File: config.mk
export PLATFORM = sky130hd
export DESIGN_NAME = sram_port_arbiter
export DESIGN_NICKNAME = d
export VERILOG_FILES = /design/src/source/sram_axi_pkg.sv /design/src/source/sram_port_arbiter.sv
export SDC_FILE = /design/constraint.sdc
export NUM_CORES = 1
export LEC_CHECK = 0
export BUFFER_PORTS_ARGS = -buffer_cell sky130_fd_sc_hd__clkbuf_2
export CAP_MARGIN = 5
export CORE_AREA = 2 2 61 63
export DETAILED_ROUTE_END_ITERATION = 8
export DIE_AREA = 0 0 63 65
export PLACE_DENSITY = 0.81
export SYNTH_ARGS = -nofsm -noshare
export SYNTH_HDL_FRONTEND = slang
export SYNTH_SLANG_ARGS = --single-unit
File: constraint.sdc
create_clock -name clk -period 2.6 [get_ports clk]
set_input_delay 0.13 -clock clk [delete_from_list [all_inputs] [get_ports clk]]
set_output_delay 0.13 -clock clk [all_outputs]
set_load 0.01 [all_outputs]
File: src/source/sram_axi_pkg.sv
package sram_axi_pkg;

    localparam int ADDR_W    = 32;
    localparam int DATA_W    = 32;
    localparam int STRB_W    = 4;
    localparam int ID_W      = 8;
    localparam int LEN_W     = 8;
    localparam int WORD_AW   = 14;
    localparam int MEM_WORDS = 16384;

    typedef logic [ADDR_W-1:0]  axi_addr_t;
    typedef logic [DATA_W-1:0]  axi_data_t;
    typedef logic [STRB_W-1:0]  axi_strb_t;
    typedef logic [ID_W-1:0]    axi_id_t;
    typedef logic [LEN_W-1:0]   axi_len_t;
    typedef logic [WORD_AW-1:0] word_addr_t;
    typedef logic [1:0]         resp_t;
    typedef logic [1:0]         burst_t;

    localparam resp_t  RESP_OKAY   = 2'b00;
    localparam resp_t  RESP_SLVERR = 2'b10;
    localparam burst_t BURST_FIXED = 2'b00;
    localparam burst_t BURST_INCR  = 2'b01;

    // Shared by AW and AR
    typedef struct packed {
        axi_id_t   id;
        axi_addr_t addr;
        axi_len_t  len;
        burst_t    burst;
    } axi_aw_ar_t;

    typedef struct packed {
        axi_data_t data;
        axi_strb_t strb;
        logic      last;
    } axi_w_t;

    // One word request toward the SRAM port
    typedef struct packed {
        word_addr_t addr;
        axi_strb_t  mask;
        axi_data_t  wdata;
        logic       write;
    } sram_req_t;

    typedef enum logic [1:0] {
        WR_IDLE,
        WR_DATA,
        WR_RESP
    } wr_state_t;

    typedef enum logic {
        RD_IDLE,
        RD_BURST
    } rd_state_t;

endpackage
File: src/source/sram_port_arbiter.sv
`timescale 1ns/1ps

module sram_port_arbiter (
    input  logic                      clk,
    input  logic                      rst,
    input  logic                      wr_req,
    input  sram_axi_pkg::sram_req_t   wr_req_data,
    output logic                      wr_gnt,
    input  logic                      rd_req,
    input  sram_axi_pkg::sram_req_t   rd_req_data,
    output logic                      rd_gnt,
    output logic                      mem_cs,
    output sram_axi_pkg::axi_strb_t   mem_we,
    output sram_axi_pkg::word_addr_t  mem_addr,
    output sram_axi_pkg::axi_data_t   mem_wdata
);
    import sram_axi_pkg::*;

    // High when the write side won the last grant
    logic      last_wr;
    sram_req_t sel;

    // On a tie the side that lost last time goes first
    assign wr_gnt = wr_req & (~rd_req | ~last_wr);
    assign rd_gnt = rd_req & (~wr_req | last_wr);

    assign sel = wr_gnt ? wr_req_data : rd_req_data;

    assign mem_cs    = wr_gnt | rd_gnt;
    assign mem_we    = (mem_cs & sel.write) ? sel.mask : '0;
    assign mem_addr  = sel.addr;
    assign mem_wdata = sel.wdata;

    always_ff @(posedge clk or negedge rst) begin
        if (!rst) begin
            last_wr <= 1'b0;
        end else if (wr_gnt) begin
            last_wr <= 1'b1;
        end else if (rd_gnt) begin
            last_wr <= 1'b0;
        end
    end

endmodule

**Word-level counts from Yosys, hierarchy flattened**

Cells that the tools add are included.

- Bitwise gates (word level): 9
- $add $sub $neg: 0
- Divide/modulo/power cells: 0
- Shift-type cells: 0
- Multipliers: 0
- Eq/ne operators: 0
- Multiplexer cells: 4
- $lt $le $gt $ge: 0
- Reductions and logical operators: 1

Operators with widths:

| operator | number |
|---|---|
| $mux W51 | 1 |
| $mux W4 | 1 |
| $and A1 B1 Y1 | 3 |
| $not A1 Y1 | 3 |
| $or A1 B1 Y1 | 3 |
| $mux W1 | 2 |
| $reduce_bool A2 Y1 | 1 |

- Bits in writable memories: 0
- Memories kept: 0
- ROM bits: 0
- Word-level logic and storage cells: 15
- Bits in latches: 0
- Register bits after elaboration: 1

**Longest topological paths before layout**

- Depth in word-level cells: 6
- Gate-level depth with buffers: 4
- Gate-level depth less buffers: 3

**Worst setup path before layout**

OpenSTA, ideal clock, no wires.

- Path kind: reg2out
- From: register last_wr
- To: output port mem_addr[0]
- Cell stages (with the launch flop): 4
- Slack: 1,245 ps
- Data arrival time: 1,225 ps
- Cells stage by stage: dfrtp_1 -> a21boi_4 -> buf_4 -> mux2_2

- Longest elaborated chain between the ends: 4

Ends and longest elaborated chain:

| element | RTL line | RTL |
|---|---|---|
| start, declared | sram_port_arbiter.sv:20 | `logic last_wr;` |
| start signal, assigned | sram_port_arbiter.sv:36 | `last_wr <= 1'b0;` |
| start signal, assigned | sram_port_arbiter.sv:38 | `last_wr <= 1'b1;` |
| start signal, assigned | sram_port_arbiter.sv:40 | `last_wr <= 1'b0;` |
| $not A1 Y1 | sram_port_arbiter.sv:24 | `assign wr_gnt = wr_req & (~rd_req \| ~last_wr);` |
| $or A1 B1 Y1 | sram_port_arbiter.sv:24 |  |
| $and A1 B1 Y1 | sram_port_arbiter.sv:24 |  |
| $mux W51 | sram_port_arbiter.sv:27 | `assign sel = wr_gnt ? wr_req_data : rd_req_data;` |
| end, declared | sram_port_arbiter.sv:14 | `output sram_axi_pkg::word_addr_t mem_addr,` |

No other way between the ends.

**Worst setup path after layout**

- From: register last_wr
- To: output port mem_addr[9]

The elaborated chain is that of the path after synthesis.

==> results.yml <==
status:
  outcome: "finished clean"
drt:
  vias: 1128
  drtIter0Drc: 12
  detail-route-antenna-nets: 0
  dr.pass1.iters: 4
  drc: 0
  vias_per_cell: 4.162
  wirelength_um: 2815
  routedWlPerCell_um: 10.39
critical_path:
  critPathCaptureType: "output port"
  critPathMaxFanout: 29
  slowest_delay_ns: 0.40
  rr_worst_depth: 2
  crit_family: "buffers and inverters"
  startpoint_type: "flip-flop"
  cp_data_arrival_time_ns: 1.45
  path_cells: "a21boi_4 > buf_4 > mux2_2 > clkbuf_2"
  cpMaxStageDelayCell: "dfrtp_1"
  cp.depth: 4
  crit_buf_inv: 2
  cp.required_ns: 2.47
  path_class: "flip-flop to output port"
clocking:
  insertion_delay_ns: 0
  ctsHoldBuffers: 1
  cts.clk_slew.worst_paths_ns: 0
  cts_resized: 0
  post_cts_buffers: 0
finish:
  top_register: "last_wr"
  final_cell_area_um2: 1530
  antennaDiodeCount: 0
  top_regs: "last_wr x1"
  final_layout_size_suffix_gt1_frac: 0.9193
  syn_to_final_growth_pct: 117.6
  instances_no_fill: 271
  largest_reg_flops: 1
  fin_nets: 331
synth:
  syn-instance-count: 67
  synth_area_per_cell_um2: 10.50
  synth_seq_cells: 1
  synth_area_leader_cell: "mux2_2"
  yosysUniqueCellTypes: 14
  synth_top_area_frac: 0.6886
  yosys_warnings: 0
  synth_nets: 173
  synth_area_leaders: "mux2_2 69%, mux2i_1 5.7%, buf_6 4.8%, mux2_1 4.8%, dfrtp_1 3.6%"
  ys_seq_area_frac: 0.03559
  synthesis.area_um2: 703.2
job:
  maxCapViolations: 0
sta:
  tightest_slew_ns: 0.3914
  fmax_mhz: 632.9
  rsz0062_at_grt: "no"
  setup_viol: 0
  finalCritPeriodShare: 0.6077
  slew_viol_final: 0
  hold_slack_ns: 0.4203
  slew_headroom: 0.7391
  fin_crit_ns: 1.580
  fin_setup_tns_ns: 0
  skew_ns: 0
  hold_viol: 0
worst_hold_path:
  hp-class: "input port to flip-flop"
  whs_path_depth: 2
placed_design:
  hpwl_um: 2674
  portBuffers: 158
  dp.cells: 270
  gp_congestion: 0.7887
  placed_area_um2: 1520
pwr:
  power_density_nw_per_um2: 221.0
  leakage_uw: 0.0009122
  ir_drop_uv: 99.89
  p_total_uw: 338.2
die:
  design.portCount: 159
  start_util: 0.2011
  rows: 22
  die_width_um: 63
  dieArea_um2: 4095
  coreArea_um2: 3496
  die_y_um: 65
global_routing:
  grt_pass1_wl_um: 4381
  grt_overflow: 0
  first_global_vias: 1049
  antenna_found_initial: 1
  track_usage: 0.1258
  grt_max_degree: 30
-- power by group --
group / leakage, uW / switching [uW] / internal [uW]
clock: 0 / 0 / 0
combinational: 0.000900 / 133 / 184
sequential: 0.0000120 / 3.32 / 18.2
total: 0.000912 / 136 / 202
-- cells in the mapped netlist (all sizes together) --
cell	count
nor2	4
or2	1
mux2	46
inv	1
a32oi	1
buf	5
and2	1
mux2i	4
dfrtp	1
o21ai	1
or2b	1
a21boi	1
-- worst reg2reg max path, stage by stage, from the launching register on --
cell and delay (ns):
dfrtp_1 0.40, or2b_1 0.26, o21ai_0 0.07
-- layer usage --
| metal | global-route usage | vias to the layer above | part of all wire |
|---|---|---|---|
| li1 | - | 563 | - |
| met1 | 0.1543 | 488 | 0.39 |
| met2 | 0.2420 | 73 | 0.50 |
| met3 | 0.02083 | 2 | 0.11 |
| met4 | 0 | 2 | 0 |
| met5 | 0 | - | 0.0046 |
-- layout by cell type (no fill, tap or decap) --
cell and count:
a21boi_4 1, a32oi_1 1, and2_1 1, buf_4 2, clkbuf_2 158, dfrtp_1 1
dlygate4sd3_1 1, inv_1 1, mux2_1 3, mux2_2 43, mux2i_1 4, nor2_1 4
o21ai_0 1, or2_2 1, or2b_1 1
-- per-stage QoR --
step / setup slack, ns / util
finish: 1.020 / 0.4377
global placement: 1.066 / 0.4349
floorplan: 1.245 / -
CTS: 1.019 / 0.4377
global route: 0.9485 / 0.4377
detailed placement: 1.033 / 0.4349
-- layout make-up --
type	instances	area, um2
tap	48	60.06
timing repair buffer	161	815.8
sequential	1	25.02
multi-input combinational	60	625.6
fill	371	1966
inverter	1	3.754
-- cells by family (layout without fill, tap and decap cells) --
logic type | count (synthesis) | count (layout) | synth area share
buffers and inverters | 6 | 162 | 0.07472
muxes | 50 | 50 | 0.7936
and+or+nand+nor | 7 | 7 | 0.04983
DFF | 1 | 1 | 0.03558
AOI/OAI and AO/OA | 3 | 3 | 0.04626
-- path summary, 6_finish.rpt --
check | from | to | slack (ns)
worst max-delay path | last_wr | mem_addr[9] | 1.02
worst min-delay path | rd_req | last_wr | 0.42
worst max register to register | last_wr | last_wr | 1.77
worst min register to register | last_wr | last_wr | 0.59
max in group asynchronous | rst | last_wr | 2.06
min in group asynchronous | rst | last_wr | 0.45
Power figures use the tool's default switching activity.
