--- config.mk ---
export PLATFORM = sky130hd
export DESIGN_NAME = axi_read_engine
export DESIGN_NICKNAME = d
export VERILOG_FILES = /design/src/source/sram_axi_pkg.sv /design/src/source/axi_read_engine.sv
export SDC_FILE = /design/constraint.sdc
export NUM_CORES = 1
export LEC_CHECK = 0
export ABC_AREA = 1
export BUFFER_PORTS_ARGS = -buffer_cell sky130_fd_sc_hd__clkbuf_2
export CORE_AREA = 2 2 115 117
export DETAILED_ROUTE_END_ITERATION = 7
export DIE_AREA = 0 0 117 119
export PLACE_DENSITY = 0.85
export SLEW_MARGIN = 20
export SYNTH_ARGS = -nofsm -noshare
export SYNTH_HDL_FRONTEND = slang
export SYNTH_SLANG_ARGS = --single-unit
--- constraint.sdc ---
create_clock -name clk -period 4.1 [get_ports clk]
set_input_delay 0.82 -clock clk [delete_from_list [all_inputs] [get_ports clk]]
set_output_delay 0.82 -clock clk [all_outputs]
set_load 0.005 [all_outputs]
--- src/source/sram_axi_pkg.sv ---
package sram_axi_pkg;

    localparam int ADDR_W    = 32;
    localparam int DATA_W    = 32;
    localparam int STRB_W    = 4;
    localparam int ID_W      = 8;
    localparam int LEN_W     = 8;
    localparam int WORD_AW   = 14;
    localparam int MEM_WORDS = 16384;

    typedef logic [ADDR_W-1:0]  axi_addr_t;
    typedef logic [DATA_W-1:0]  axi_data_t;
    typedef logic [STRB_W-1:0]  axi_strb_t;
    typedef logic [ID_W-1:0]    axi_id_t;
    typedef logic [LEN_W-1:0]   axi_len_t;
    typedef logic [WORD_AW-1:0] word_addr_t;
    typedef logic [1:0]         resp_t;
    typedef logic [1:0]         burst_t;

    localparam resp_t  RESP_OKAY   = 2'b00;
    localparam resp_t  RESP_SLVERR = 2'b10;
    localparam burst_t BURST_FIXED = 2'b00;
    localparam burst_t BURST_INCR  = 2'b01;

    // Shared by AW and AR
    typedef struct packed {
        axi_id_t   id;
        axi_addr_t addr;
        axi_len_t  len;
        burst_t    burst;
    } axi_aw_ar_t;

    typedef struct packed {
        axi_data_t data;
        axi_strb_t strb;
        logic      last;
    } axi_w_t;

    // One word request toward the SRAM port
    typedef struct packed {
        word_addr_t addr;
        axi_strb_t  mask;
        axi_data_t  wdata;
        logic       write;
    } sram_req_t;

    typedef enum logic [1:0] {
        WR_IDLE,
        WR_DATA,
        WR_RESP
    } wr_state_t;

    typedef enum logic {
        RD_IDLE,
        RD_BURST
    } rd_state_t;

endpackage
--- src/source/axi_read_engine.sv ---
`timescale 1ns/1ps

module axi_read_engine (
    input  logic                      clk,
    input  logic                      rst,
    input  sram_axi_pkg::axi_aw_ar_t  ar,
    input  logic                      ar_valid,
    output logic                      ar_ready,
    output sram_axi_pkg::axi_id_t     r_id,
    output sram_axi_pkg::axi_data_t   r_data,
    output sram_axi_pkg::resp_t       r_resp,
    output logic                      r_last,
    output logic                      r_valid,
    input  logic                      r_ready,
    output logic                      rd_req,
    output sram_axi_pkg::sram_req_t   rd_req_data,
    input  logic                      rd_gnt,
    input  sram_axi_pkg::axi_data_t   rd_data
);
    import sram_axi_pkg::*;

    typedef struct packed {
        axi_data_t data;
        resp_t     resp;
        logic      last;
    } rd_beat_t;

    rd_state_t state;
    axi_id_t   id_q;
    axi_addr_t addr_q;
    axi_len_t  len_q;
    burst_t    burst_q;
    axi_len_t  issue_cnt;
    axi_len_t  ret_cnt;
    logic      issue_done;
    logic      pend_valid;
    logic      pend_oob;
    logic      pend_last;
    rd_beat_t  beat_q [2];
    rd_beat_t  push_beat;
    logic      wr_ptr;
    logic      rd_ptr;
    logic [1:0] beat_cnt;
    logic [1:0] occupancy;
    logic      beat_oob;
    logic      can_issue;
    logic      issue;
    logic      last_issue;
    logic      ar_hs;
    logic      pop;

    assign ar_ready = (state == RD_IDLE);
    assign ar_hs    = ar_valid & ar_ready;
    assign pop      = r_valid & r_ready;

    assign beat_oob   = (addr_q[ADDR_W-1:WORD_AW+2] != '0);
    assign last_issue = (issue_cnt == len_q);

    // Beats buffered or in flight, less the one leaving now
    assign occupancy = beat_cnt + {1'b0, pend_valid} - {1'b0, pop};
    assign can_issue = (state == RD_BURST) & ~issue_done & (occupancy < 2'd2);

    // Out-of-range beats skip the SRAM
    assign rd_req = can_issue & ~beat_oob;
    assign issue  = can_issue & (beat_oob | rd_gnt);

    always_comb begin
        rd_req_data.addr  = addr_q[WORD_AW+1:2];
        rd_req_data.mask  = '0;
        rd_req_data.wdata = '0;
        rd_req_data.write = 1'b0;
    end

    // SRAM word arrives the cycle after the grant
    always_comb begin
        push_beat.data = pend_oob ? '0 : rd_data;
        push_beat.resp = pend_oob ? RESP_SLVERR : RESP_OKAY;
        push_beat.last = pend_last;
    end

    assign r_valid = (beat_cnt != 2'd0);
    assign r_id    = id_q;
    assign r_data  = beat_q[rd_ptr].data;
    assign r_resp  = beat_q[rd_ptr].resp;
    assign r_last  = beat_q[rd_ptr].last;

    always_ff @(posedge clk or negedge rst) begin
        if (!rst) begin
            state      <= RD_IDLE;
            issue_cnt  <= '0;
            ret_cnt    <= '0;
            issue_done <= 1'b0;
            pend_valid <= 1'b0;
            wr_ptr     <= 1'b0;
            rd_ptr     <= 1'b0;
            beat_cnt   <= 2'd0;
        end else begin
            pend_valid <= issue;
            if (pend_valid) begin
                wr_ptr <= ~wr_ptr;
            end
            if (pop) begin
                rd_ptr <= ~rd_ptr;
            end
            beat_cnt <= beat_cnt + {1'b0, pend_valid} - {1'b0, pop};
            case (state)
                RD_IDLE: begin
                    if (ar_hs) begin
                        state      <= RD_BURST;
                        issue_cnt  <= '0;
                        ret_cnt    <= '0;
                        issue_done <= 1'b0;
                    end
                end
                RD_BURST: begin
                    if (issue) begin
                        issue_cnt  <= issue_cnt + axi_len_t'(1);
                        issue_done <= last_issue;
                    end
                    if (pop) begin
                        ret_cnt <= ret_cnt + axi_len_t'(1);
                        if (ret_cnt == len_q) begin
                            state <= RD_IDLE;
                        end
                    end
                end
                default: state <= RD_IDLE;
            endcase
        end
    end

    always_ff @(posedge clk) begin
        if (ar_hs) begin
            id_q    <= ar.id;
            addr_q  <= ar.addr;
            len_q   <= ar.len;
            burst_q <= (ar.burst == BURST_FIXED) ? BURST_FIXED : BURST_INCR;
        end else if (issue && burst_q == BURST_INCR) begin
            addr_q <= addr_q + axi_addr_t'(4);
        end
        if (issue) begin
            pend_oob  <= beat_oob;
            pend_last <= last_issue;
        end
        if (pend_valid) begin
            beat_q[wr_ptr] <= push_beat;
        end
    end

endmodule

# Yosys cells after proc, flatten, opt, wreduce, memory -nomap -nowiden
# Memory sizes are Yosys's and may differ from the RTL's.
# Cells that the tools add are included.
# word_totals
regBits,75
ramBits,70
in_bits,87
out_inout_bits,97
word_cells,65
memories,1
# memory_table
name,depth,word_bits,read_ports,rd_clocked_by_memory_dff,wr,line_no,source
beat_q,2,35,1,0,1,axi_read_engine.sv:39,rd_beat_t beat_q [2];
# op_classes
addsub,5
order_cmp,1
n_eq_ne,6
mux,19
n_bitwise,12
n_reduce_logical,7
# op_table
op,n
$mux W32,3
$add A32 B3 Y32 const B,1
$pmux W8 S2,2
$mux W8,3
$add A8 B1 Y8 const B,2
$eq A8 B8 Y1,2
$reduce_bool A16 Y1,1
$mux W1,8
$and A1 B1 Y1,6
$ne A2 B1 Y1 const B,3
$not A1 Y1,5
$pmux W1 S2,2
$reduce_and A2 Y1,2
$reduce_bool A2 Y1,2
$add A2 B1 Y2,1
$eq A2 B1 Y1 const B,1
$logic_not A2 Y1,1
$lt A2 B2 Y1 const B,1
$mux W2,1
$sub A2 B1 Y2,1
$logic_and A1 B1 Y1,1
$or A1 B1 Y1,1

# Longest topological paths before layout
# Gate-level depths: netlist of run 1.
# depth
depth_word,9
mapped_depth,13

# Worst setup path before layout of run 1
# OpenSTA, ideal clock, no wires.
# synth_timing
kind,input port to flip-flop
startpoint,in r_ready
endpoint,"reg addr_q[10], enable pin"
t_arrival_ns,2.413
t_required_ns,3.713
path_slack_ns,1.300
cell_stages,12
path_buffers,1
cell_sequence,nand3_1 > o21ai_0 > ha_1 > inv_1 > nand3_1 > nand2_1 > nor2_1 > nand2_1 > buf_2 > inv_2 > nand2_1 > nand2_1
# synth_via
elab_chain_len,7
# synth_rtl
item,line_no,source
from (decl),axi_read_engine.sv:14,"input logic r_ready,"
$and A1 B1 Y1,axi_read_engine.sv:54,assign pop = r_valid & r_ready;
$sub A2 B1 Y2,axi_read_engine.sv:60,"assign occupancy = beat_cnt + {1'b0, pend_valid} - {1'b0, pop};"
net occupancy[1],axi_read_engine.sv:44,logic [1:0] occupancy;
$lt A2 B2 Y1,axi_read_engine.sv:61,assign can_issue = (state == RD_BURST) & ~issue_done & (occupancy < 2'd2);
$and A1 B1 Y1,axi_read_engine.sv:61,
$and A1 B1 Y1,axi_read_engine.sv:65,assign issue = can_issue & (beat_oob | rd_gnt);
net issue,axi_read_engine.sv:47,logic issue;
$logic_and A1 B1 Y1,axi_read_engine.sv:138,end else if (issue && burst_q == BURST_INCR) begin
$reduce_bool A2 Y1 (no line),n/a,
to (signal assigned),axi_read_engine.sv:135,addr_q <= ar.addr;
to (signal assigned),axi_read_engine.sv:139,addr_q <= addr_q + axi_addr_t'(4);
to (decl),axi_read_engine.sv:30,axi_addr_t addr_q;
# The timed path passes the listed nets, and every way through them passes these cells.
# A chain may end at the register's enable or synchronous reset.

# Worst setup path after layout of run 1
# layout_timing
startpoint,reg rd_ptr
endpoint,out r_data[13]
# layout_via
elab_chain_len,1
# layout_rtl
item,line_no,source
from (decl),axi_read_engine.sv:42,logic rd_ptr;
from (signal assigned),axi_read_engine.sv:103,rd_ptr <= ~rd_ptr;
$mem_v2 Z2 W35,n/a,
to (decl),axi_read_engine.sv:10,"output sram_axi_pkg::axi_data_t r_data,"
# No other way between the ends.

==> flow_summary.json, run 1 <==
{
  "path_class": "reg -> out",
  "async_reset_ff_frac": 0.164,
  "die_height_um": 119,
  "final_max_slew_viol_count": 0,
  "antenna_found_initial": 0,
  "yosysTopAreaCellShare": 0.488,
  "n_antenna_cell": 0,
  "grt_max_degree": 36,
  "rsz0062_at_grt": "no",
  "register_area_um2": 4090,
  "synth_area_leaders": "edfxtp_1, nand2_1, dfrtp_1",
  "max_slew_margin": 0.343,
  "synth_seq_cells": 140,
  "overflow": 0,
  "clk_transition_reported_paths_ns": 0.06,
  "numClockSinks": 140,
  "place_hpwl_mm": 10.5,
  "cp_cell_sequence": "clkinv_1, nand2_1, nand2_1, clkbuf_2",
  "drive_above_1_share": 0.209,
  "vdd_drop_max_v": 0.000440,
  "cp_slowest_stage_delay_ns": 0.76,
  "fin_tns_setup_ns": 0,
  "dieWidth_um": 117,
  "dr.pass1.iters": 5,
  "post_drt_wl_per_cell_um": 12.9,
  "multi_input_area_um2": 2540,
  "clock.fmax_ghz": 0.352,
  "cellLeakagePower_nw": 3.94,
  "startpoint_type": "flip-flop",
  "cts_hold_buf": 0,
  "reg2reg_to": "addr_q[7]$_DFFE_PP_",
  "post-route-util": 0.656,
  "cp_slowest_cell": "clkinv_1",
  "synth_ff_type": "edfxtp_1",
  "final_cells": 1137,
  "critPathMaxFanout": 34,
  "post_drt_via_cell_ratio": 4.91,
  "yosysTopAreaCell": "edfxtp_1",
  "area_growth_pct": 17.4,
  "cts_tree": "done",
  "p_sw_mw": 1.98,
  "total_power_mw": 5.70,
  "reg2reg_slack_ns": 1.68,
  "status": "completed",
  "p_int_mw": 3.72,
  "routed_wl_mm": 14.6,
  "clk_path_buf_depth": 2,
  "swShare": 0.347,
  "power_frac_seq": 0.435,
  "die_area_um2": 13900,
  "nets": 1040,
  "drcViolationCount": 0,
  "setup_ws_ns": 1.26,
  "r2r-start": "beat_cnt[0]$_DFF_PN0_",
  "finClkSkew_ns": 0.00603,
  "hold_class": "in -> async",
  "vias": 5588,
  "p_clk_frac": 0.262,
  "yosysUniqueCellTypes": 34,
  "final_hold_viol_count": 0,
  "ios": 184,
  "final.min_clock_period_ns": 2.84,
  "cpMostUsedCell": "nand2_1",
  "start_util": 0.559,
  "core_area_um2": 12900,
  "post_cts_buffers": 0,
  "post-route-period-util": 0.693,
  "grt_pass1_wl_mm": 23.3,
  "synth_seq_area_share": 0.568,
  "cts-htree-levels": 4,
  "grt_pass1_vias": 5112,
  "setup_viol": 0,
  "grt_usage": 0.215,
  "synth-edff-count": 117,
  "postCtsResizedCells": 0,
  "syn_area_um2": 7200,
  "placed_cells": 1105,
  "ant_nets": 0,
  "netlist_instances": 814,
  "yosysMostFrequentCell": "nand2_1",
  "numCtsBuffers": 17,
  "fill_cells": 1044,
  "first_iter_violations": 535,
  "root_buffer": "clkbuf_16",
  "yosysWarnings": 0,
  "ys_top_cells_by_count": "nand2_1, edfxtp_1, nor2_1",
  "syn_area_per_cell_um2": 8.84,
  "p_per_area_nw_per_um2": 675,
  "required_ns": 3.28,
  "p_comb_frac": 0.303,
  "drv_cap": 0,
  "worst_pin_slew_ns": 0.979,
  "place_congestion": 0.928,
  "post_dp_cell_area_um2": 7860,
  "holdWs_ns": 0.414,
  "stdcell_area_um2": 8450,
  "cp_data_arrival_time_ns": 2.02,
  "clk_latency_ns": 0.42,
  "dpl_worst_slack_ns": 1.20,
  "rows": 42,
  "crit_path_end_kind": "primary output",
  "io_buffers": 143,
  "r2r_cells": 13
}
[cells by family after synthesis]
| group | count (synthesis) | synth area share |
|---|---|---|
| XOR/XNOR | 31 | 0.0377 |
| buffers and inverters | 136 | 0.0994 |
| AND/OR/NAND/NOR | 477 | 0.268 |
| AO/OA/AOI/OAI | 25 | 0.0191 |
| flip-flops | 140 | 0.568 |
| other | 1 | 0.000521 |
| adder cells (fa/ha/maj) | 4 | 0.00695 |
[cells in the final DEF, fill, tap and decap left out, types with 3 or more instances in the layout]
cell type	count
a21oi_1	7
buf_4	7
bufinv_16	3
clkbuf_16	17
clkbuf_2	143
clkinv_1	5
clkinv_2	4
clkinvlp_4	3
conb_1	38
dfrtp_1	23
edfxtp_1	117
ha_1	4
inv_1	56
inv_2	6
nand2_1	313
nand2_2	3
nand3_1	28
nand3b_1	9
nand4_1	6
nor2_1	102
nor2_2	5
o21ai_0	7
o21ai_1	6
or2_2	3
xnor2_1	17
xor2_1	14
[worst max-delay path by stage]
| stage | start | end | slack (ns) | cells after the start |
|---|---|---|---|---|
| final | rd_ptr$_DFFE_PN0P_ | r_data[13] | 1.26 | 4 |
| after global routing | rd_ptr$_DFFE_PN0P_ | r_data[18] | 1.06 | 4 |
| after CTS | rd_ptr$_DFFE_PN0P_ | r_data[7] | 1.22 | 4 |
| after detailed placement | r_ready | addr_q[15]$_DFFE_PP_ | 1.20 | 13 |
| after global placement | r_ready | addr_q[15]$_DFFE_PP_ | 1.24 | 13 |
| after floorplan | r_ready | addr_q[10]$_DFFE_PP_ | 1.30 | 12 |
[state kept, by name (all words and copies together) (netlist names)]
name	count
pend_last	1
state	1
len_q	8
issue_done	1
ret_cnt	8
addr_q	30
pend_oob	1
issue_cnt	8
beat_q	68
r_id	8
beat_cnt	2
wr_ptr	1
burst_q	1
pend_valid	1
rd_ptr	1
[worst max-delay path: cells and delay by family (launching register included)]
kind / cells / cell delay, ns
buffers and inverters: 2 / 0.88
flip-flops: 1 / 0.34
AND/OR/NAND/NOR: 2 / 0.38
[metal layers]
metal | vias to the layer above | GRT usage | share of wire
met5 | - | 0 | 0
met4 | 0 | 0.0765 | 0.016
met3 | 28 | 0.0504 | 0.069
met2 | 224 | 0.357 | 0.49
met1 | 2558 | 0.276 | 0.42
li1 | 2778 | - | -
[cell type report]
class / count / share of cell area
inverters: 64 / 0.0284
clock buffers: 17 / 0.0503
flip-flops and latches: 140 / 0.484
well taps: 176 / 0.0261
clock inverters: 14 / 0.0181
multi-input cells: 575 / 0.300
repair buffers: 151 / 0.0927
[power by group through the flow]
stage,clock [mW],combinational (mW),sequential [mW]
final,1.50,1.73,2.48
after global routing,1.59,2.00,2.53
after global placement,0,1.70,2.48
after floorplan,0,1.25,2.41
after CTS,1.52,1.75,2.47
after detailed placement,0,1.74,2.50
Note: power is estimated with default switching activity, not from simulation.
==> inputs of run 2 (changes only) <==
--- a/config.mk
+++ b/config.mk
@@ -7,10 +7,10 @@
 export LEC_CHECK = 0
 export ABC_AREA = 1
 export BUFFER_PORTS_ARGS = -buffer_cell sky130_fd_sc_hd__clkbuf_2
-export CORE_AREA = 2 2 115 117
+export CORE_AREA = 2 2 126 128
 export DETAILED_ROUTE_END_ITERATION = 7
-export DIE_AREA = 0 0 117 119
-export PLACE_DENSITY = 0.85
+export DIE_AREA = 0 0 128 130
+export PLACE_DENSITY = 0.75
 export SLEW_MARGIN = 20
 export SYNTH_ARGS = -nofsm -noshare
 export SYNTH_HDL_FRONTEND = slang
==> constraint.sdc (replaced) <==
create_clock -name clk -period 2.49 [get_ports clk]
set_input_delay 0.498 -clock clk [delete_from_list [all_inputs] [get_ports clk]]
set_output_delay 0.498 -clock clk [all_outputs]
set_load 0.005 [all_outputs]
==> run 2 against run 1 <==
Net effect:
- cell area grew 0.84%
- combinational power grew 69%
- die area grew 20%
- global-route usage shrank 3.2 points
- clock skew grew 0.0022 ns
- power grew 68%
- critical path depth grew 2
- sequential power grew 64%
- first-iteration DRC count shrank 36%
==> flow_summary.json, run 2 (synthesis gave the netlist of run 1 again) <==
{
  "first_iter_violations": 342,
  "root_buffer": "clkbuf_16",
  "n_antenna_cell": 0,
  "post_dp_cell_area_um2": 7920,
  "drive_above_1_share": 0.211,
  "ios": 184,
  "post_cts_buffers": 0,
  "grt_usage": 0.183,
  "final_max_slew_viol_count": 0,
  "cp_data_arrival_time_ns": 1.75,
  "path_class": "reg -> out",
  "post-route-period-util": 0.904,
  "p_per_area_nw_per_um2": 1130,
  "setup_viol": 0,
  "reg.largest.list": "beat_q x68, addr_q x30",
  "ant_nets": 0,
  "p_clk_frac": 0.271,
  "vdd_drop_max_v": 0.000480,
  "nets": 1041,
  "numCtsBuffers": 17,
  "drv_cap": 0,
  "required_ns": 1.99,
  "rows": 46,
  "grt_pass1_wl_mm": 23.6,
  "final_cell_mix": "nand2_1, clkbuf_2, edfxtp_1",
  "total_power_mw": 9.59,
  "setup_ws_ns": 0.240,
  "register_area_um2": 4090,
  "multi_input_area_um2": 2540,
  "grt_max_degree": 55,
  "numClockSinks": 140,
  "dpl_worst_slack_ns": 0.295,
  "dieWidth_um": 128,
  "startpoint_type": "flip-flop",
  "max_slew_margin": 0.590,
  "cellLeakagePower_nw": 3.95,
  "hold_class": "in -> async",
  "r2r-start": "beat_cnt[0]$_DFF_PN0_",
  "grt_pass1_vias": 4977,
  "start_util": 0.467,
  "stdcell_area_um2": 8520,
  "dr.pass1.iters": 4,
  "reg2reg_slack_ns": 0.49,
  "p_comb_frac": 0.305,
  "overflow": 0,
  "die_height_um": 130,
  "routed_wl_mm": 14.9,
  "status": "completed",
  "final.min_clock_period_ns": 2.25,
  "cts_tree": "done",
  "largest_register": "beat_q",
  "reg2reg_to": "addr_q[18]$_DFFE_PP_",
  "post_drt_via_cell_ratio": 4.71,
  "vias": 5439,
  "finClkSkew_ns": 0.00823,
  "final_cells": 1154,
  "clk_path_buf_depth": 2,
  "io_buffers": 143,
  "power_frac_seq": 0.424,
  "placed_cells": 1123,
  "p_sw_mw": 3.30,
  "final_common_cell": "nand2_1",
  "crit_path_end_kind": "primary output",
  "post_drt_wl_per_cell_um": 12.9,
  "area_growth_pct": 18.4,
  "clk_transition_reported_paths_ns": 0.06,
  "worst_pin_slew_ns": 0.615,
  "clk_latency_ns": 0.42,
  "p_int_mw": 6.29,
  "final_hold_viol_count": 0,
  "critPathMaxFanout": 4,
  "cts-htree-levels": 4,
  "swShare": 0.344,
  "rsz0062_at_grt": "no",
  "drcViolationCount": 0,
  "place_hpwl_mm": 10.5,
  "antenna_found_initial": 0,
  "core_area_um2": 15400,
  "place_congestion": 0.878,
  "holdWs_ns": 0.0812,
  "r2r_cells": 13,
  "die_area_um2": 16600,
  "post-route-util": 0.552,
  "fill_cells": 1393,
  "fin_tns_setup_ns": 0,
  "clock.fmax_ghz": 0.444,
  "largest_reg_flops": 68
}
==> run 2: worst max path at each step <==
stage | slack (ns) | end | startpoint | cells after the start
2_1_floorplan | 0.01 | addr_q[10]$_DFFE_PP_ | r_ready | 12
3_3_place_gp | 0.36 | addr_q[31]$_DFFE_PP_ | r_ready | 12
3_5_place_dp | 0.30 | addr_q[31]$_DFFE_PP_ | r_ready | 13
4_1_cts | 0.20 | rd_req | beat_cnt[0]$_DFF_PN0_ | 9
5_1_grt | 0.08 | rd_req | beat_cnt[0]$_DFF_PN0_ | 9
6_report | 0.24 | rd_req | addr_q[30]$_DFFE_PP_ | 6
==> run 2: critical path: stages (launching register included) <==
cell and delay [ns]:
edfxtp_1 0.44, nor2_1 0.15, nand2_1 0.07, nor2_1 0.21, nand2_1 0.17, nor3_1 0.15
clkbuf_2 0.14
==> run 2: metal layers <==
layer | wire length, um | global-route usage | up-vias
li1 | - | - | 2777
met2 | 6720 | 0.292 | 188
met1 | 6840 | 0.237 | 2451
met5 | 0 | 0 | -
met4 | 328 | 0.0802 | 0
met3 | 968 | 0.0508 | 23
==> run 2: final cells by class <==
type | count | share of cell area
Inverter | 64 | 0.0283
Multi-Input combinational cell | 575 | 0.298
Clock inverter | 13 | 0.0204
Tap cell | 192 | 0.0282
Clock buffer | 18 | 0.0504
Timing Repair Buffer | 152 | 0.0949
Sequential cell | 140 | 0.480
==> run 2: what timing repair did <==
item | 4_1_cts | 5_1_grt
setup endpoints to repair | 34 | 0
hold buffers | 0 | 0
hold endpoints to repair | 0 | 0
gates resized for setup | 1 | 0
==> run 2: power groups by stage <==
stage | registers [mW] | clock network, mW | logic, mW
3_3_place_gp | 4.07 | 0 | 2.90
6_report | 4.07 | 2.60 | 2.92
5_1_grt | 4.16 | 2.75 | 3.34
4_1_cts | 4.06 | 2.64 | 2.97
2_1_floorplan | 3.96 | 0 | 2.06
3_5_place_dp | 4.11 | 0 | 2.97
