--- src/source/sram_axi_pkg.sv ---
package sram_axi_pkg;

    localparam int ADDR_W    = 32;
    localparam int DATA_W    = 32;
    localparam int STRB_W    = 4;
    localparam int ID_W      = 8;
    localparam int LEN_W     = 8;
    localparam int WORD_AW   = 14;
    localparam int MEM_WORDS = 16384;

    typedef logic [ADDR_W-1:0]  axi_addr_t;
    typedef logic [DATA_W-1:0]  axi_data_t;
    typedef logic [STRB_W-1:0]  axi_strb_t;
    typedef logic [ID_W-1:0]    axi_id_t;
    typedef logic [LEN_W-1:0]   axi_len_t;
    typedef logic [WORD_AW-1:0] word_addr_t;
    typedef logic [1:0]         resp_t;
    typedef logic [1:0]         burst_t;

    localparam resp_t  RESP_OKAY   = 2'b00;
    localparam resp_t  RESP_SLVERR = 2'b10;
    localparam burst_t BURST_FIXED = 2'b00;
    localparam burst_t BURST_INCR  = 2'b01;

    // Shared by AW and AR
    typedef struct packed {
        axi_id_t   id;
        axi_addr_t addr;
        axi_len_t  len;
        burst_t    burst;
    } axi_aw_ar_t;

    typedef struct packed {
        axi_data_t data;
        axi_strb_t strb;
        logic      last;
    } axi_w_t;

    // One word request toward the SRAM port
    typedef struct packed {
        word_addr_t addr;
        axi_strb_t  mask;
        axi_data_t  wdata;
        logic       write;
    } sram_req_t;

    typedef enum logic [1:0] {
        WR_IDLE,
        WR_DATA,
        WR_RESP
    } wr_state_t;

    typedef enum logic {
        RD_IDLE,
        RD_BURST
    } rd_state_t;

endpackage
--- src/source/axi_write_engine.sv ---
`timescale 1ns/1ps

module axi_write_engine (
    input  logic                      clk,
    input  logic                      rst,
    input  sram_axi_pkg::axi_aw_ar_t  aw,
    input  logic                      aw_valid,
    output logic                      aw_ready,
    input  sram_axi_pkg::axi_w_t      w,
    input  logic                      w_valid,
    output logic                      w_ready,
    output sram_axi_pkg::axi_id_t     b_id,
    output sram_axi_pkg::resp_t       b_resp,
    output logic                      b_valid,
    input  logic                      b_ready,
    output logic                      wr_req,
    output sram_axi_pkg::sram_req_t   wr_req_data,
    input  logic                      wr_gnt
);
    import sram_axi_pkg::*;

    wr_state_t state;
    axi_id_t   id_q;
    axi_addr_t addr_q;
    axi_len_t  len_q;
    burst_t    burst_q;
    axi_len_t  beat_cnt;
    logic      err_q;
    logic      beat_oob;
    logic      burst_end;
    logic      aw_hs;
    logic      w_hs;
    logic      b_hs;

    assign aw_ready = (state == WR_IDLE);
    assign b_valid  = (state == WR_RESP);

    assign aw_hs = aw_valid & aw_ready;
    assign w_hs  = w_valid & w_ready;
    assign b_hs  = b_valid & b_ready;

    // Anything above the 64 KiB window is out of range
    assign beat_oob  = (addr_q[ADDR_W-1:WORD_AW+2] != '0);
    assign burst_end = w.last | (beat_cnt == len_q);

    // A W beat completes in the cycle the arbiter grants it
    assign wr_req  = (state == WR_DATA) & w_valid;
    assign w_ready = wr_gnt;

    always_comb begin
        wr_req_data.addr  = addr_q[WORD_AW+1:2];
        wr_req_data.mask  = beat_oob ? '0 : w.strb;
        wr_req_data.wdata = w.data;
        wr_req_data.write = 1'b1;
    end

    assign b_id   = id_q;
    assign b_resp = err_q ? RESP_SLVERR : RESP_OKAY;

    always_ff @(posedge clk or negedge rst) begin
        if (!rst) begin
            state    <= WR_IDLE;
            beat_cnt <= '0;
            err_q    <= 1'b0;
        end else begin
            case (state)
                WR_IDLE: begin
                    if (aw_hs) begin
                        state    <= WR_DATA;
                        beat_cnt <= '0;
                        err_q    <= 1'b0;
                    end
                end
                WR_DATA: begin
                    if (w_hs) begin
                        beat_cnt <= beat_cnt + axi_len_t'(1);
                        // Sticky over the whole burst
                        err_q    <= err_q | beat_oob;
                        if (burst_end) begin
                            state <= WR_RESP;
                        end
                    end
                end
                WR_RESP: begin
                    if (b_hs) begin
                        state <= WR_IDLE;
                    end
                end
                default: state <= WR_IDLE;
            endcase
        end
    end

    always_ff @(posedge clk) begin
        if (aw_hs) begin
            id_q    <= aw.id;
            addr_q  <= aw.addr;
            len_q   <= aw.len;
            // WRAP falls back to INCR
            burst_q <= (aw.burst == BURST_FIXED) ? BURST_FIXED : BURST_INCR;
        end else if (w_hs && burst_q == BURST_INCR) begin
            addr_q <= addr_q + axi_addr_t'(4);
        end
    end

endmodule

--- config.mk ---
export PLATFORM = sky130hd
export DESIGN_NAME = axi_write_engine
export DESIGN_NICKNAME = d
export VERILOG_FILES = /design/src/source/sram_axi_pkg.sv /design/src/source/axi_write_engine.sv
export SDC_FILE = /design/constraint.sdc
export NUM_CORES = 1
export LEC_CHECK = 0
export ABC_AREA = 1
export BUFFER_PORTS_ARGS = -buffer_cell sky130_fd_sc_hd__clkbuf_2
export CORE_MARGIN = 5
export CORE_UTILIZATION = 44
export DETAILED_ROUTE_END_ITERATION = 12
export PLACE_DENSITY = 0.89
export SLEW_MARGIN = 40
export SYNTH_ARGS = -nofsm -noshare
export SYNTH_HDL_FRONTEND = slang
export SYNTH_SLANG_ARGS = --single-unit
--- constraint.sdc ---
create_clock -name clk -period 2 [get_ports clk]
set_clock_uncertainty 0.15 [all_clocks]
set_input_delay 0.2 -clock clk [delete_from_list [all_inputs] [get_ports clk]]
set_output_delay 0.2 -clock clk [all_outputs]
set_load 0.02 [all_outputs]
== Word-level counts from Yosys, hierarchy flattened ==
Cells that the tools add are included.
W data, S select, Z words.

* $add $sub $neg: 2
* Equality and inequality tests: 8
* Multiplexer cells: 16
* Bitwise operators: 6
* Reductions and logical operators: 8

{| class="wikitable"
|+ Operators by type and width
! operator !! number
|-
| $mux W32 || 2
|-
| $add A32 B3 Y32 const B || 1
|-
| $mux W8 || 2
|-
| $pmux W8 S2 || 1
|-
| $reduce_bool A16 Y1 || 1
|-
| $mux W2 || 5
|-
| $add A8 B1 Y8 const B || 1
|-
| $eq A8 B8 Y1 || 1
|-
| $pmux W2 S3 || 1
|-
| $and A1 B1 Y1 || 4
|-
| $eq A2 B1 Y1 const B || 2
|-
| $logic_not A2 Y1 || 2
|-
| $mux W4 || 1
|-
| $ne A2 B1 Y1 const B || 2
|-
| $ne A2 B2 Y1 const B || 2
|-
| $reduce_and A4 Y1 || 1
|-
| $reduce_bool A2 Y1 || 2
|-
| $mux W1 || 3
|-
| $reduce_and A3 Y1 || 1
|-
| $eq A2 B2 Y1 const B || 1
|-
| $or A1 B1 Y1 || 2
|-
| $pmux W1 S2 || 1
|-
| $logic_and A1 B1 Y1 || 1
|}

* Bits in registers: 61
* Output and inout port bits: 65
* Logic and storage cells: 47

== Longest topological paths before layout ==
Gate-level depths: netlist (run 1).

* Depth in word-level cells: 5
* Depth in mapped cells: 10
* Gate-level depth less buffers: 10

== Worst setup path before layout (run 1) ==
OpenSTA, ideal clock, no wires.

* Kind: register to register
* Start point: register state[0]
* End point: register addr_q[10], enable pin
* Arrival: 1575 ps
* Required time: 1463 ps
* Path slack: -112 ps
* Stages on the path, launching flop included: 5
* Path buffers: 1
* Cell sequence: dfrtp_1 nor2_4 nand2_4 buf_6 nand2_1

* Cells in the longest elaborated chain, start to end: 3

{| class="wikitable"
|+ Ends and longest elaborated chain
! what !! line !! RTL
|-
| start, declared || axi_write_engine.sv:22 || <nowiki>wr_state_t state;</nowiki>
|-
| start signal, assigned || axi_write_engine.sv:62 || <nowiki>state <= WR_IDLE;</nowiki>
|-
| start signal, assigned || axi_write_engine.sv:69 || <nowiki>state <= WR_DATA;</nowiki>
|-
| start signal, assigned || axi_write_engine.sv:80 || <nowiki>state <= WR_RESP;</nowiki>
|-
| $logic_not A2 Y1 || axi_write_engine.sv:35 || <nowiki>assign aw_ready = (state == WR_IDLE);</nowiki>
|-
| via aw_ready || axi_write_engine.sv:8 || <nowiki>output logic aw_ready,</nowiki>
|-
| $and A1 B1 Y1 || axi_write_engine.sv:38 || <nowiki>assign aw_hs = aw_valid & aw_ready;</nowiki>
|-
| $reduce_bool A2 Y1 (no line) || n/a ||
|-
| end signal, assigned || axi_write_engine.sv:97 || <nowiki>addr_q <= aw.addr;</nowiki>
|-
| end signal, assigned || axi_write_engine.sv:102 || <nowiki>addr_q <= addr_q + axi_addr_t'(4);</nowiki>
|-
| end, declared || axi_write_engine.sv:24 || <nowiki>axi_addr_t addr_q;</nowiki>
|}

The timed path passes the listed nets, and every way through them passes these cells.
A chain may end at the register's enable or synchronous reset.

==> metrics.cfg, run 1 <==
[clock_tree]
cts.clk_slew.worst_paths_ns = 0.07
root_buffer = clkbuf_8
cts_tree = built
insertion_delay_ns = 0.33
htreeDepth = 3
clk_path_buf_depth = 2
clock-sinks = 58
cts_buffers = 9

[job]
cap_violations = 0

[floorplan]
start_util = 0.445
coreArea_sq_um = 8640
io_pins = 158
rows = 34
die_area_sq_um = 10700
die_x_um = 103
die_h_um = 103

[yosys]
ys_seq_elements = 58
seq_area_frac_synth = 0.439
netlist_instances = 485
ys_warn_count = 0
synth.distinct_cells = 36
synth_edf_count = 47
async_flop_share = 0.190
ys.flop_type = edfxtp_1
syn_avg_cell_area_sq_um = 7.93
syn_area_sq_um = 3850
syn_nets = 580

[power]
p_leak_uw = 0.00211
power.density_nw_per_um2 = 1080
ir_drop_uv = 545

[worst_setup_path]
cp_max_fo = 5
start_kind = flip-flop
path_cells = inv_1 > nand4_1 > nor2_2 > nand3_4 > nor2_2 > buf_6
slowest_stage = edfxtp_1
cp_common_cell = nor2_2
critical_path_arrival_ns = 1.65
cp-end-kind = primary output
required_ns = 1.65
r2r.worst_path.cells = 7
path_class = flip-flop to primary output
slowest_delay_ns = 0.46

[routing]
routed_wirelength_um = 9630
dr.pass1.iters = 5
wl_per_cell_um = 14.1
dr.first_iter.drc_count = 145
drtAntennaViolNets = 0
vias = 3389
vias_per_cell = 4.97
drc = 0

[cells_and_area]
final_util = 0.547
final_cells = 682
drive_gt1_frac = 0.286
fillerInstances = 774
final_common_cell = nand2_1
syn2layout_area_growth_pct = 22.7
layout_common_cells = nand2_1, clkbuf_2, edfxtp_1
final_nets = 664
n_antenna_cell = 0

[placed_design]
gp_congestion = 0.910
hpwl_um = 6870
io_buffers = 89
dp.cells = 632

[timing]
setup_viol = 0
drv_slew = 0
whs_ns = 0.00546
fin_crit_ns = 2.00
post-route-period-util = 0.998
rsz0062_at_grt = yes
max_freq_mhz = 501
timing.setup.tns_ns = 0
finalHoldViolations = 0

[global_route]
gr-total-overflow = 0
grt_pass1_vias = 3424
grt_pass1_wl_um = 15300
grt_max_degree = 32
antenna_found_initial = 0
grt.total_usage = 0.183

[min_path]
hold_depth = 3
hp-class = input port to flip-flop

[status]
status = finished clean

[synth_stat cells (3+ instances only)]
master,instances,share of area
nand3b_1,3,0.0059
edfxtp_1,47,0.37
nor2_1,40,0.039
nand2_2,6,0.0098
inv_1,42,0.041
a21oi_1,6,0.0078
buf_4,50,0.098
nor2_4,4,0.012
nor2_2,9,0.015
o21ai_1,3,0.0039
nand3_2,3,0.0078
inv_2,4,0.0039
buf_2,4,0.0052
xnor2_1,10,0.023
nor3_1,7,0.0091
o21ai_0,15,0.020
nor3_2,3,0.0078
nand3_1,22,0.029
dfrtp_1,11,0.072
nand4_1,6,0.0098
xor2_1,6,0.014
nand2_1,165,0.16
[logic make-up after synthesis]
group / Yosys count / synth area share
buffers and inverters: 103 / 0.153
AND/OR/NAND/NOR: 275 / 0.321
XOR/XNOR: 16 / 0.0364
flip-flops: 58 / 0.439
other: 2 / 0.00195
AO/OA/AOI/OAI: 29 / 0.0426
adder cells (fa/ha/maj): 2 / 0.00651
[flip-flops by register name, indices dropped and copies added, names as in the netlist]
signal	flops
state	2
err_q	1
b_id	8
addr_q	30
burst_q	1
beat_cnt	8
len_q	8
[what timing repair did]
| item | CTS | global route |
|---|---|---|
| resized for setup | 2 | 26 |
| endpoints found under the setup margin | 4 | 7 |
| buffers inserted | 2 | 6 |
| pin swaps | 1 | 1 |
| hold buffers | 25 | 1 |
| endpoints found under the hold margin | 34 | 1 |
[worst paths after layout]
path | start | end | slack (ns)
setup / recovery | addr_q[18] | wr_req_data[34] | 0.004
hold / removal | aw[16] | addr_q[6] | 0.005
setup reg to reg | addr_q[5] | addr_q[19] | 0.17
hold reg to reg | err_q | err_q | 0.41
max in group asynchronous | rst | beat_cnt[4] | 1.31
min in group asynchronous | rst | err_q | 0.15
[final cells by class]
type                            count  area, sq um  share of cell area
Timing Repair Buffer              129          857               0.182
Inverter                           47          179              0.0379
Tap cell                          108          135              0.0286
Multi-Input combinational cell    324         1640               0.347
Clock inverter                      2         60.1              0.0127
Sequential cell                    58         1690               0.357
Clock buffer                       14          163              0.0345
[where the power goes]
part           switching [uW]  internal (uW)  total [uW]
logic                    1150            665        1810
clock network             467            773        1240
registers                 308           1750        2060
[layer usage]
metal,global-route usage,part of all wire,vias to the layer above
met2,0.338,0.52,155
li1,-,-,1669
met4,0.0398,0.011,0
met1,0.205,0.39,1549
met3,0.0597,0.086,16
met5,0,0,-
[stage by stage]
step / setup WS [ns] / area [sq um] / total power (uW)
floorplan: 0.172 / 3850 / 3400
CTS: 0.00828 / 4590 / 5010
finish: 0.00412 / 4720 / 5110
global route: -0.0856 / 4720 / 5440
detailed placement: 0.140 / 4090 / 3720
global placement: 0.191 / 4090 / 3630
[critical path, delay by kind of cell (launching register included)]
family / cells / cell delay, ns
buffers and inverters: 2 / 0.25
AND/OR/NAND/NOR: 4 / 0.61
flip-flops: 1 / 0.46
Note: power is estimated with default switching activity, not from simulation.
==> inputs of run 2 (changes only) <==
==> constraint.sdc (replaced) <==
create_clock -name clk -period 1.63 [get_ports clk]
set_clock_uncertainty 0.15 [all_clocks]
set_input_delay 0.326 -clock clk [delete_from_list [all_inputs] [get_ports clk]]
set_output_delay 0.326 -clock clk [all_outputs]
set_load 0.02 [all_outputs]
==> metrics.cfg, run 2 (synthesis gave the netlist of run 1 again) <==
[cells_and_area]
drive_gt1_frac = 0.490
finish.instance_area_sq_um = 5900
max_flop_register = addr_q
final_nets = 739
layout_common_cells = nand2_1, clkbuf_2, buf_4
final_cells = 757
final_common_cell = nand2_1
largest_reg_flops = 30
n_antenna_cell = 0
syn2layout_area_growth_pct = 53.4

[routing]
drc = 0
drtAntennaViolNets = 0
vias_per_cell = 5.25
dr.first_iter.drc_count = 255
routed_wirelength_um = 13200
wl_met3_um = 1190
top_layer_used = met4
dr.pass1.iters = 5
wl_per_cell_um = 17.5
wl_met2_um = 7010
drt-met1-wl_um = 4490
vias = 3975

[placed_design]
hpwl_um = 7400
place_area_sq_um = 4540
dp.cells = 689
gp_congestion = 0.873
io_buffers = 89

[worst_setup_path]
path_class = flip-flop to primary output
cp_max_fo = 5
critical_path_arrival_ns = 1.70
required_ns = 1.15
cp-end-kind = primary output
start_kind = flip-flop

[floorplan]
io_pins = 158
start_util = 0.445
coreArea_sq_um = 8640
die_x_um = 103
die_h_um = 103
die_area_sq_um = 10700
rows = 34

[status]
status = complete, but fails checks
violations = setup timing

[timing]
max_freq_mhz = 461
finalHoldViolations = 0
drv_slew = 0
setup_slack_ns = -0.541
rsz0062_at_grt = yes
setup_viol = 35
fin_crit_ns = 2.17
timing.setup.tns_ns = -6.03
post-route-period-util = 1.33

[global_route]
grt.total_usage = 0.213
grt_max_degree = 32
grt_pass1_wl_um = 17800
grt_pass1_vias = 3910
gr-total-overflow = 0
antenna_found_initial = 0

[power]
power_frac_comb = 0.495
ir_drop_uv = 853
clockPowerShare = 0.192
total_power_uw = 8010
p_switching_uw = 3210
p_sw_frac = 0.400
p_leak_uw = 0.00267
p_seq_frac = 0.312
p_int_uw = 4810
power.density_nw_per_um2 = 1360

[clock_tree]
cts_tree = built
insertion_delay_ns = 0.35
root_buffer = clkbuf_8
clk_path_buf_depth = 2
cts.clk_slew.worst_paths_ns = 0.08
clock-sinks = 58
htreeDepth = 3
cts_buffers = 9

[min_path]
hp-class = input port to flip-flop

[job]
cap_violations = 0

[run 2: stage by stage]
step	setup slack, ns	utilization	hold slack [ns]
4_1_cts	-0.440	0.617	0.00166
3_3_place_gp	-0.105	0.526	0.0714
5_1_grt	-0.635	0.683	0.00240
3_5_place_dp	-0.198	0.526	0.0780
2_1_floorplan	-0.0586	-	-0.120
6_report	-0.541	0.683	0.0138
[run 2: worst max-delay path: stages, from the launching register on]
cell and delay (ns):
edfxtp_1 0.43, inv_2 0.10, nand4_1 0.17, nor2_2 0.20, nand3_2 0.15, nor2_1 0.14, buf_4 0.15
[run 2: path summary, 6_finish.rpt]
kind                            start         endpoint  slack [ns]  cells past startpoint
setup / recovery           addr_q[18]  wr_req_data[35]       -0.54                      6
hold / removal                 aw[46]          b_id[4]        0.01                      1
setup reg to reg            addr_q[2]       addr_q[20]       -0.26                     10
hold reg to reg                 err_q            err_q        0.45                      2
max in group asynchronous         rst      beat_cnt[5]        0.83                      2
min in group asynchronous         rst      beat_cnt[2]        0.26                      2
[run 2: timing repair]
item	in CTS	in global routing
resized for setup	85	111
endpoints found under the hold margin	23	2
endpoints found under the setup margin	25	61
buffers inserted	22	24
cloned	0	5
pin swaps	29	57
hold buffers	13	2
[run 2: area by class of cell]
class / instances / area [sq um]
Tap cell: 108 / 135
Sequential cell: 58 / 1690
Fill cell: 605 / 2740
Inverter: 47 / 201
Clock inverter: 7 / 101
Clock buffer: 9 / 124
Timing Repair Buffer: 204 / 1610
Multi-Input combinational cell: 324 / 2040
[run 2: power groups by stage]
stage / sequential, uW / combinational, uW / clock [uW]
after floorplan: 2480 / 1710 / 0
after global placement: 2420 / 2560 / 0
after detailed placement: 2450 / 2650 / 0
after CTS: 2450 / 3150 / 1540
after global routing: 2530 / 4240 / 1630
final: 2500 / 3970 / 1540
[run 2: metal layers]
metal / vias up / track usage
met5: - / 0
met4: 0 / 0.0817
met3: 55 / 0.0805
met2: 234 / 0.387
met1: 1865 / 0.220
li1: 1821 / -
==> inputs of run 3 (changes only) <==
--- a/config.mk
+++ b/config.mk
@@ -5,10 +5,9 @@
 export SDC_FILE = /design/constraint.sdc
 export NUM_CORES = 1
 export LEC_CHECK = 0
-export ABC_AREA = 1
 export BUFFER_PORTS_ARGS = -buffer_cell sky130_fd_sc_hd__clkbuf_2
 export CORE_MARGIN = 5
-export CORE_UTILIZATION = 44
+export CORE_UTILIZATION = 43
 export DETAILED_ROUTE_END_ITERATION = 12
 export PLACE_DENSITY = 0.89
 export SLEW_MARGIN = 40
==> metrics.cfg, run 3 <==
[status]
status = complete, but fails checks
violations = setup timing

[global_route]
grt.total_usage = 0.241
antenna_found_initial = 0
grt_pass1_wl_um = 19000
grt_pass1_vias = 3780
gr-total-overflow = 0
grt_max_degree = 13

[timing]
drv_slew = 0
finalHoldViolations = 0
setup_slack_ns = -0.594
rsz0062_at_grt = yes
setup_viol = 98
relSlewSlack = 0.656
max_freq_mhz = 450
post-route-period-util = 1.36
fin_crit_ns = 2.22
tightest_slew_ns = 0.515
whs_ns = 0.0128

[clock_tree]
clk_path_buf_depth = 2
cts_tree = built
clock-sinks = 58
cts.clk_slew.worst_paths_ns = 0.08
cts_buffers = 9
insertion_delay_ns = 0.34
root_buffer = clkbuf_8
htreeDepth = 3

[worst_setup_path]
start_kind = flip-flop
crit_buf_inv = 1
crit_start = addr_q[31]
cp_max_fo = 5
cp-end-kind = primary output
path_delay_family = simple AND/OR/NAND/NOR gates
slowest_stage = edfxtp_1
rr_startpoint = addr_q[16]
slowest_delay_ns = 0.43
critical_path_arrival_ns = 1.75
path_class = flip-flop to primary output
required_ns = 1.15
path_cells = nor4_2 > and4_4 > and2_4 > buf_8

[cells_and_area]
multi_input_area_sq_um = 1940
fillerInstances = 523
max_flop_register = addr_q
final_nets = 614
finish.instance_area_sq_um = 5920
layout_common_cells = clkbuf_2, buf_4, edfxtp_1
drive_gt1_frac = 0.605
n_antenna_cell = 0
ff_latch_area_sq_um = 1690
final_common_cell = clkbuf_2
largest_reg_flops = 30
final_util = 0.732
syn2layout_area_growth_pct = 68.6

[yosys]
synthSimpleGateAreaFrac = 0.217
synth_top_family_by_area = simple AND/OR/NAND/NOR gates
synth_fa_ha_area_frac = 0.00712
ys_seq_elements = 58
synth.top_cells.by_count = buf_4, edfxtp_1, nand2_1, nor2_1, nand3_1
synth_edf_count = 47
ys.flop_type = edfxtp_1
syn_area_sq_um = 3510
synthMuxAreaShare = 0
syn_avg_cell_area_sq_um = 10.1
syn_nets = 443
synth_top_area_frac = 0.402
async_flop_share = 0.190
synthTopCellsByArea = edfxtp_1, buf_4, dfrtp_1
synthXorXnorAreaFrac = 0.0648
seq_area_frac_synth = 0.480
synth.distinct_cells = 45
ys_warn_count = 0
synth_area_leader_cell = edfxtp_1
yosysMostFrequentCell = buf_4
synth-compound-area-share = 0.0986
netlist_instances = 348

[floorplan]
die_x_um = 100
start_util = 0.434
die_area_sq_um = 10100
io_pins = 158
coreArea_sq_um = 8090
die_h_um = 100
rows = 33

[routing]
vias_per_cell = 6.02
drtAntennaViolNets = 0
drc = 0
dr.pass1.iters = 5
wl_per_cell_um = 23.0
vias = 3788
dr.first_iter.drc_count = 370
routed_wirelength_um = 14500

[placed_design]
gp_congestion = 0.915
place_area_sq_um = 4270
hpwl_um = 6570
io_buffers = 89

[power]
total_power_uw = 8720
ir_drop_uv = 872
p_leak_uw = 0.00245
power.density_nw_per_um2 = 1470

[min_path]
hp-start = aw[49]
hp-class = input port to flip-flop

[job]
cap_violations = 0

run 3: changes by cell type in the layout (fill, tap and decap cells not counted), sizes merged, moves of 11 or more:
| cell | before | now |
|---|---|---|
| buf | 107 | 131 |
| nand2 | 172 | 37 |
| inv | 48 | 8 |
| nor2 | 53 | 23 |
| a31oi | 2 | 13 |
run 3: cell type report:
| cell class | instances | share of cell area |
|---|---|---|
| Inverter | 6 | 0.00697 |
| Tap cell | 105 | 0.0222 |
| Timing Repair Buffer | 215 | 0.315 |
| Timing Repair inverter | 1 | 0.00190 |
| Sequential cell | 58 | 0.285 |
| Clock buffer | 9 | 0.0209 |
| Multi-Input combinational cell | 228 | 0.327 |
| Clock inverter | 7 | 0.0211 |
run 3: timing repair:
| action | in CTS | in global routing |
|---|---|---|
| resized for setup | 122 | 96 |
| hold buffers | 3 | 4 |
| cloned | 11 | 0 |
| endpoints found under the setup margin | 89 | 100 |
| buffers inserted | 33 | 19 |
| endpoints found under the hold margin | 13 | 4 |
| pin swaps | 53 | 29 |
run 3: stage by stage:
| stage | setup slack (ns) | TNS (ns) | cells |
|---|---|---|---|
| 3_3_place_gp | -0.218 | -6.98 | 553 |
| 2_1_floorplan | -0.293 | -4.32 | 348 |
| 5_1_grt | -0.970 | -20.30 | 629 |
| 3_5_place_dp | -0.265 | -8.46 | 553 |
| 4_1_cts | -0.528 | -15.25 | 615 |
| 6_report | -0.594 | -17.71 | 629 |
run 3: where the power goes:
part / internal, uW / switching [uW]
clock network: 1030 / 708
registers: 2150 / 363
logic: 2200 / 2270
total: 5380 / 3340
run 3: per-layer routing:
metal / track usage / vias up / share of wire
li1: - / 1587 / -
met1: 0.269 / 1754 / 0.33
met2: 0.423 / 302 / 0.50
met3: 0.0542 / 145 / 0.092
met4: 0.132 / 0 / 0.081
met5: 0 / - / 0
run 3: logic make-up after synthesis:
group / after synthesis
other cells: 2
fa+ha+maj: 2
buf+inv: 67
flops: 58
xor+xnor: 26
compound gates: 54
simple gates: 139
run 3: final timing paths:
path | slack (ns) | end | cells after the start
max in group asynchronous | 0.81 | beat_cnt[0] | 2
max reg2reg | -0.58 | addr_q[30] | 6
min | 0.01 | b_id[7] | 1
max | -0.59 | wr_req_data[35] | 4
min reg2reg | 0.39 | err_q | 1
min in group asynchronous | 0.27 | err_q | 2
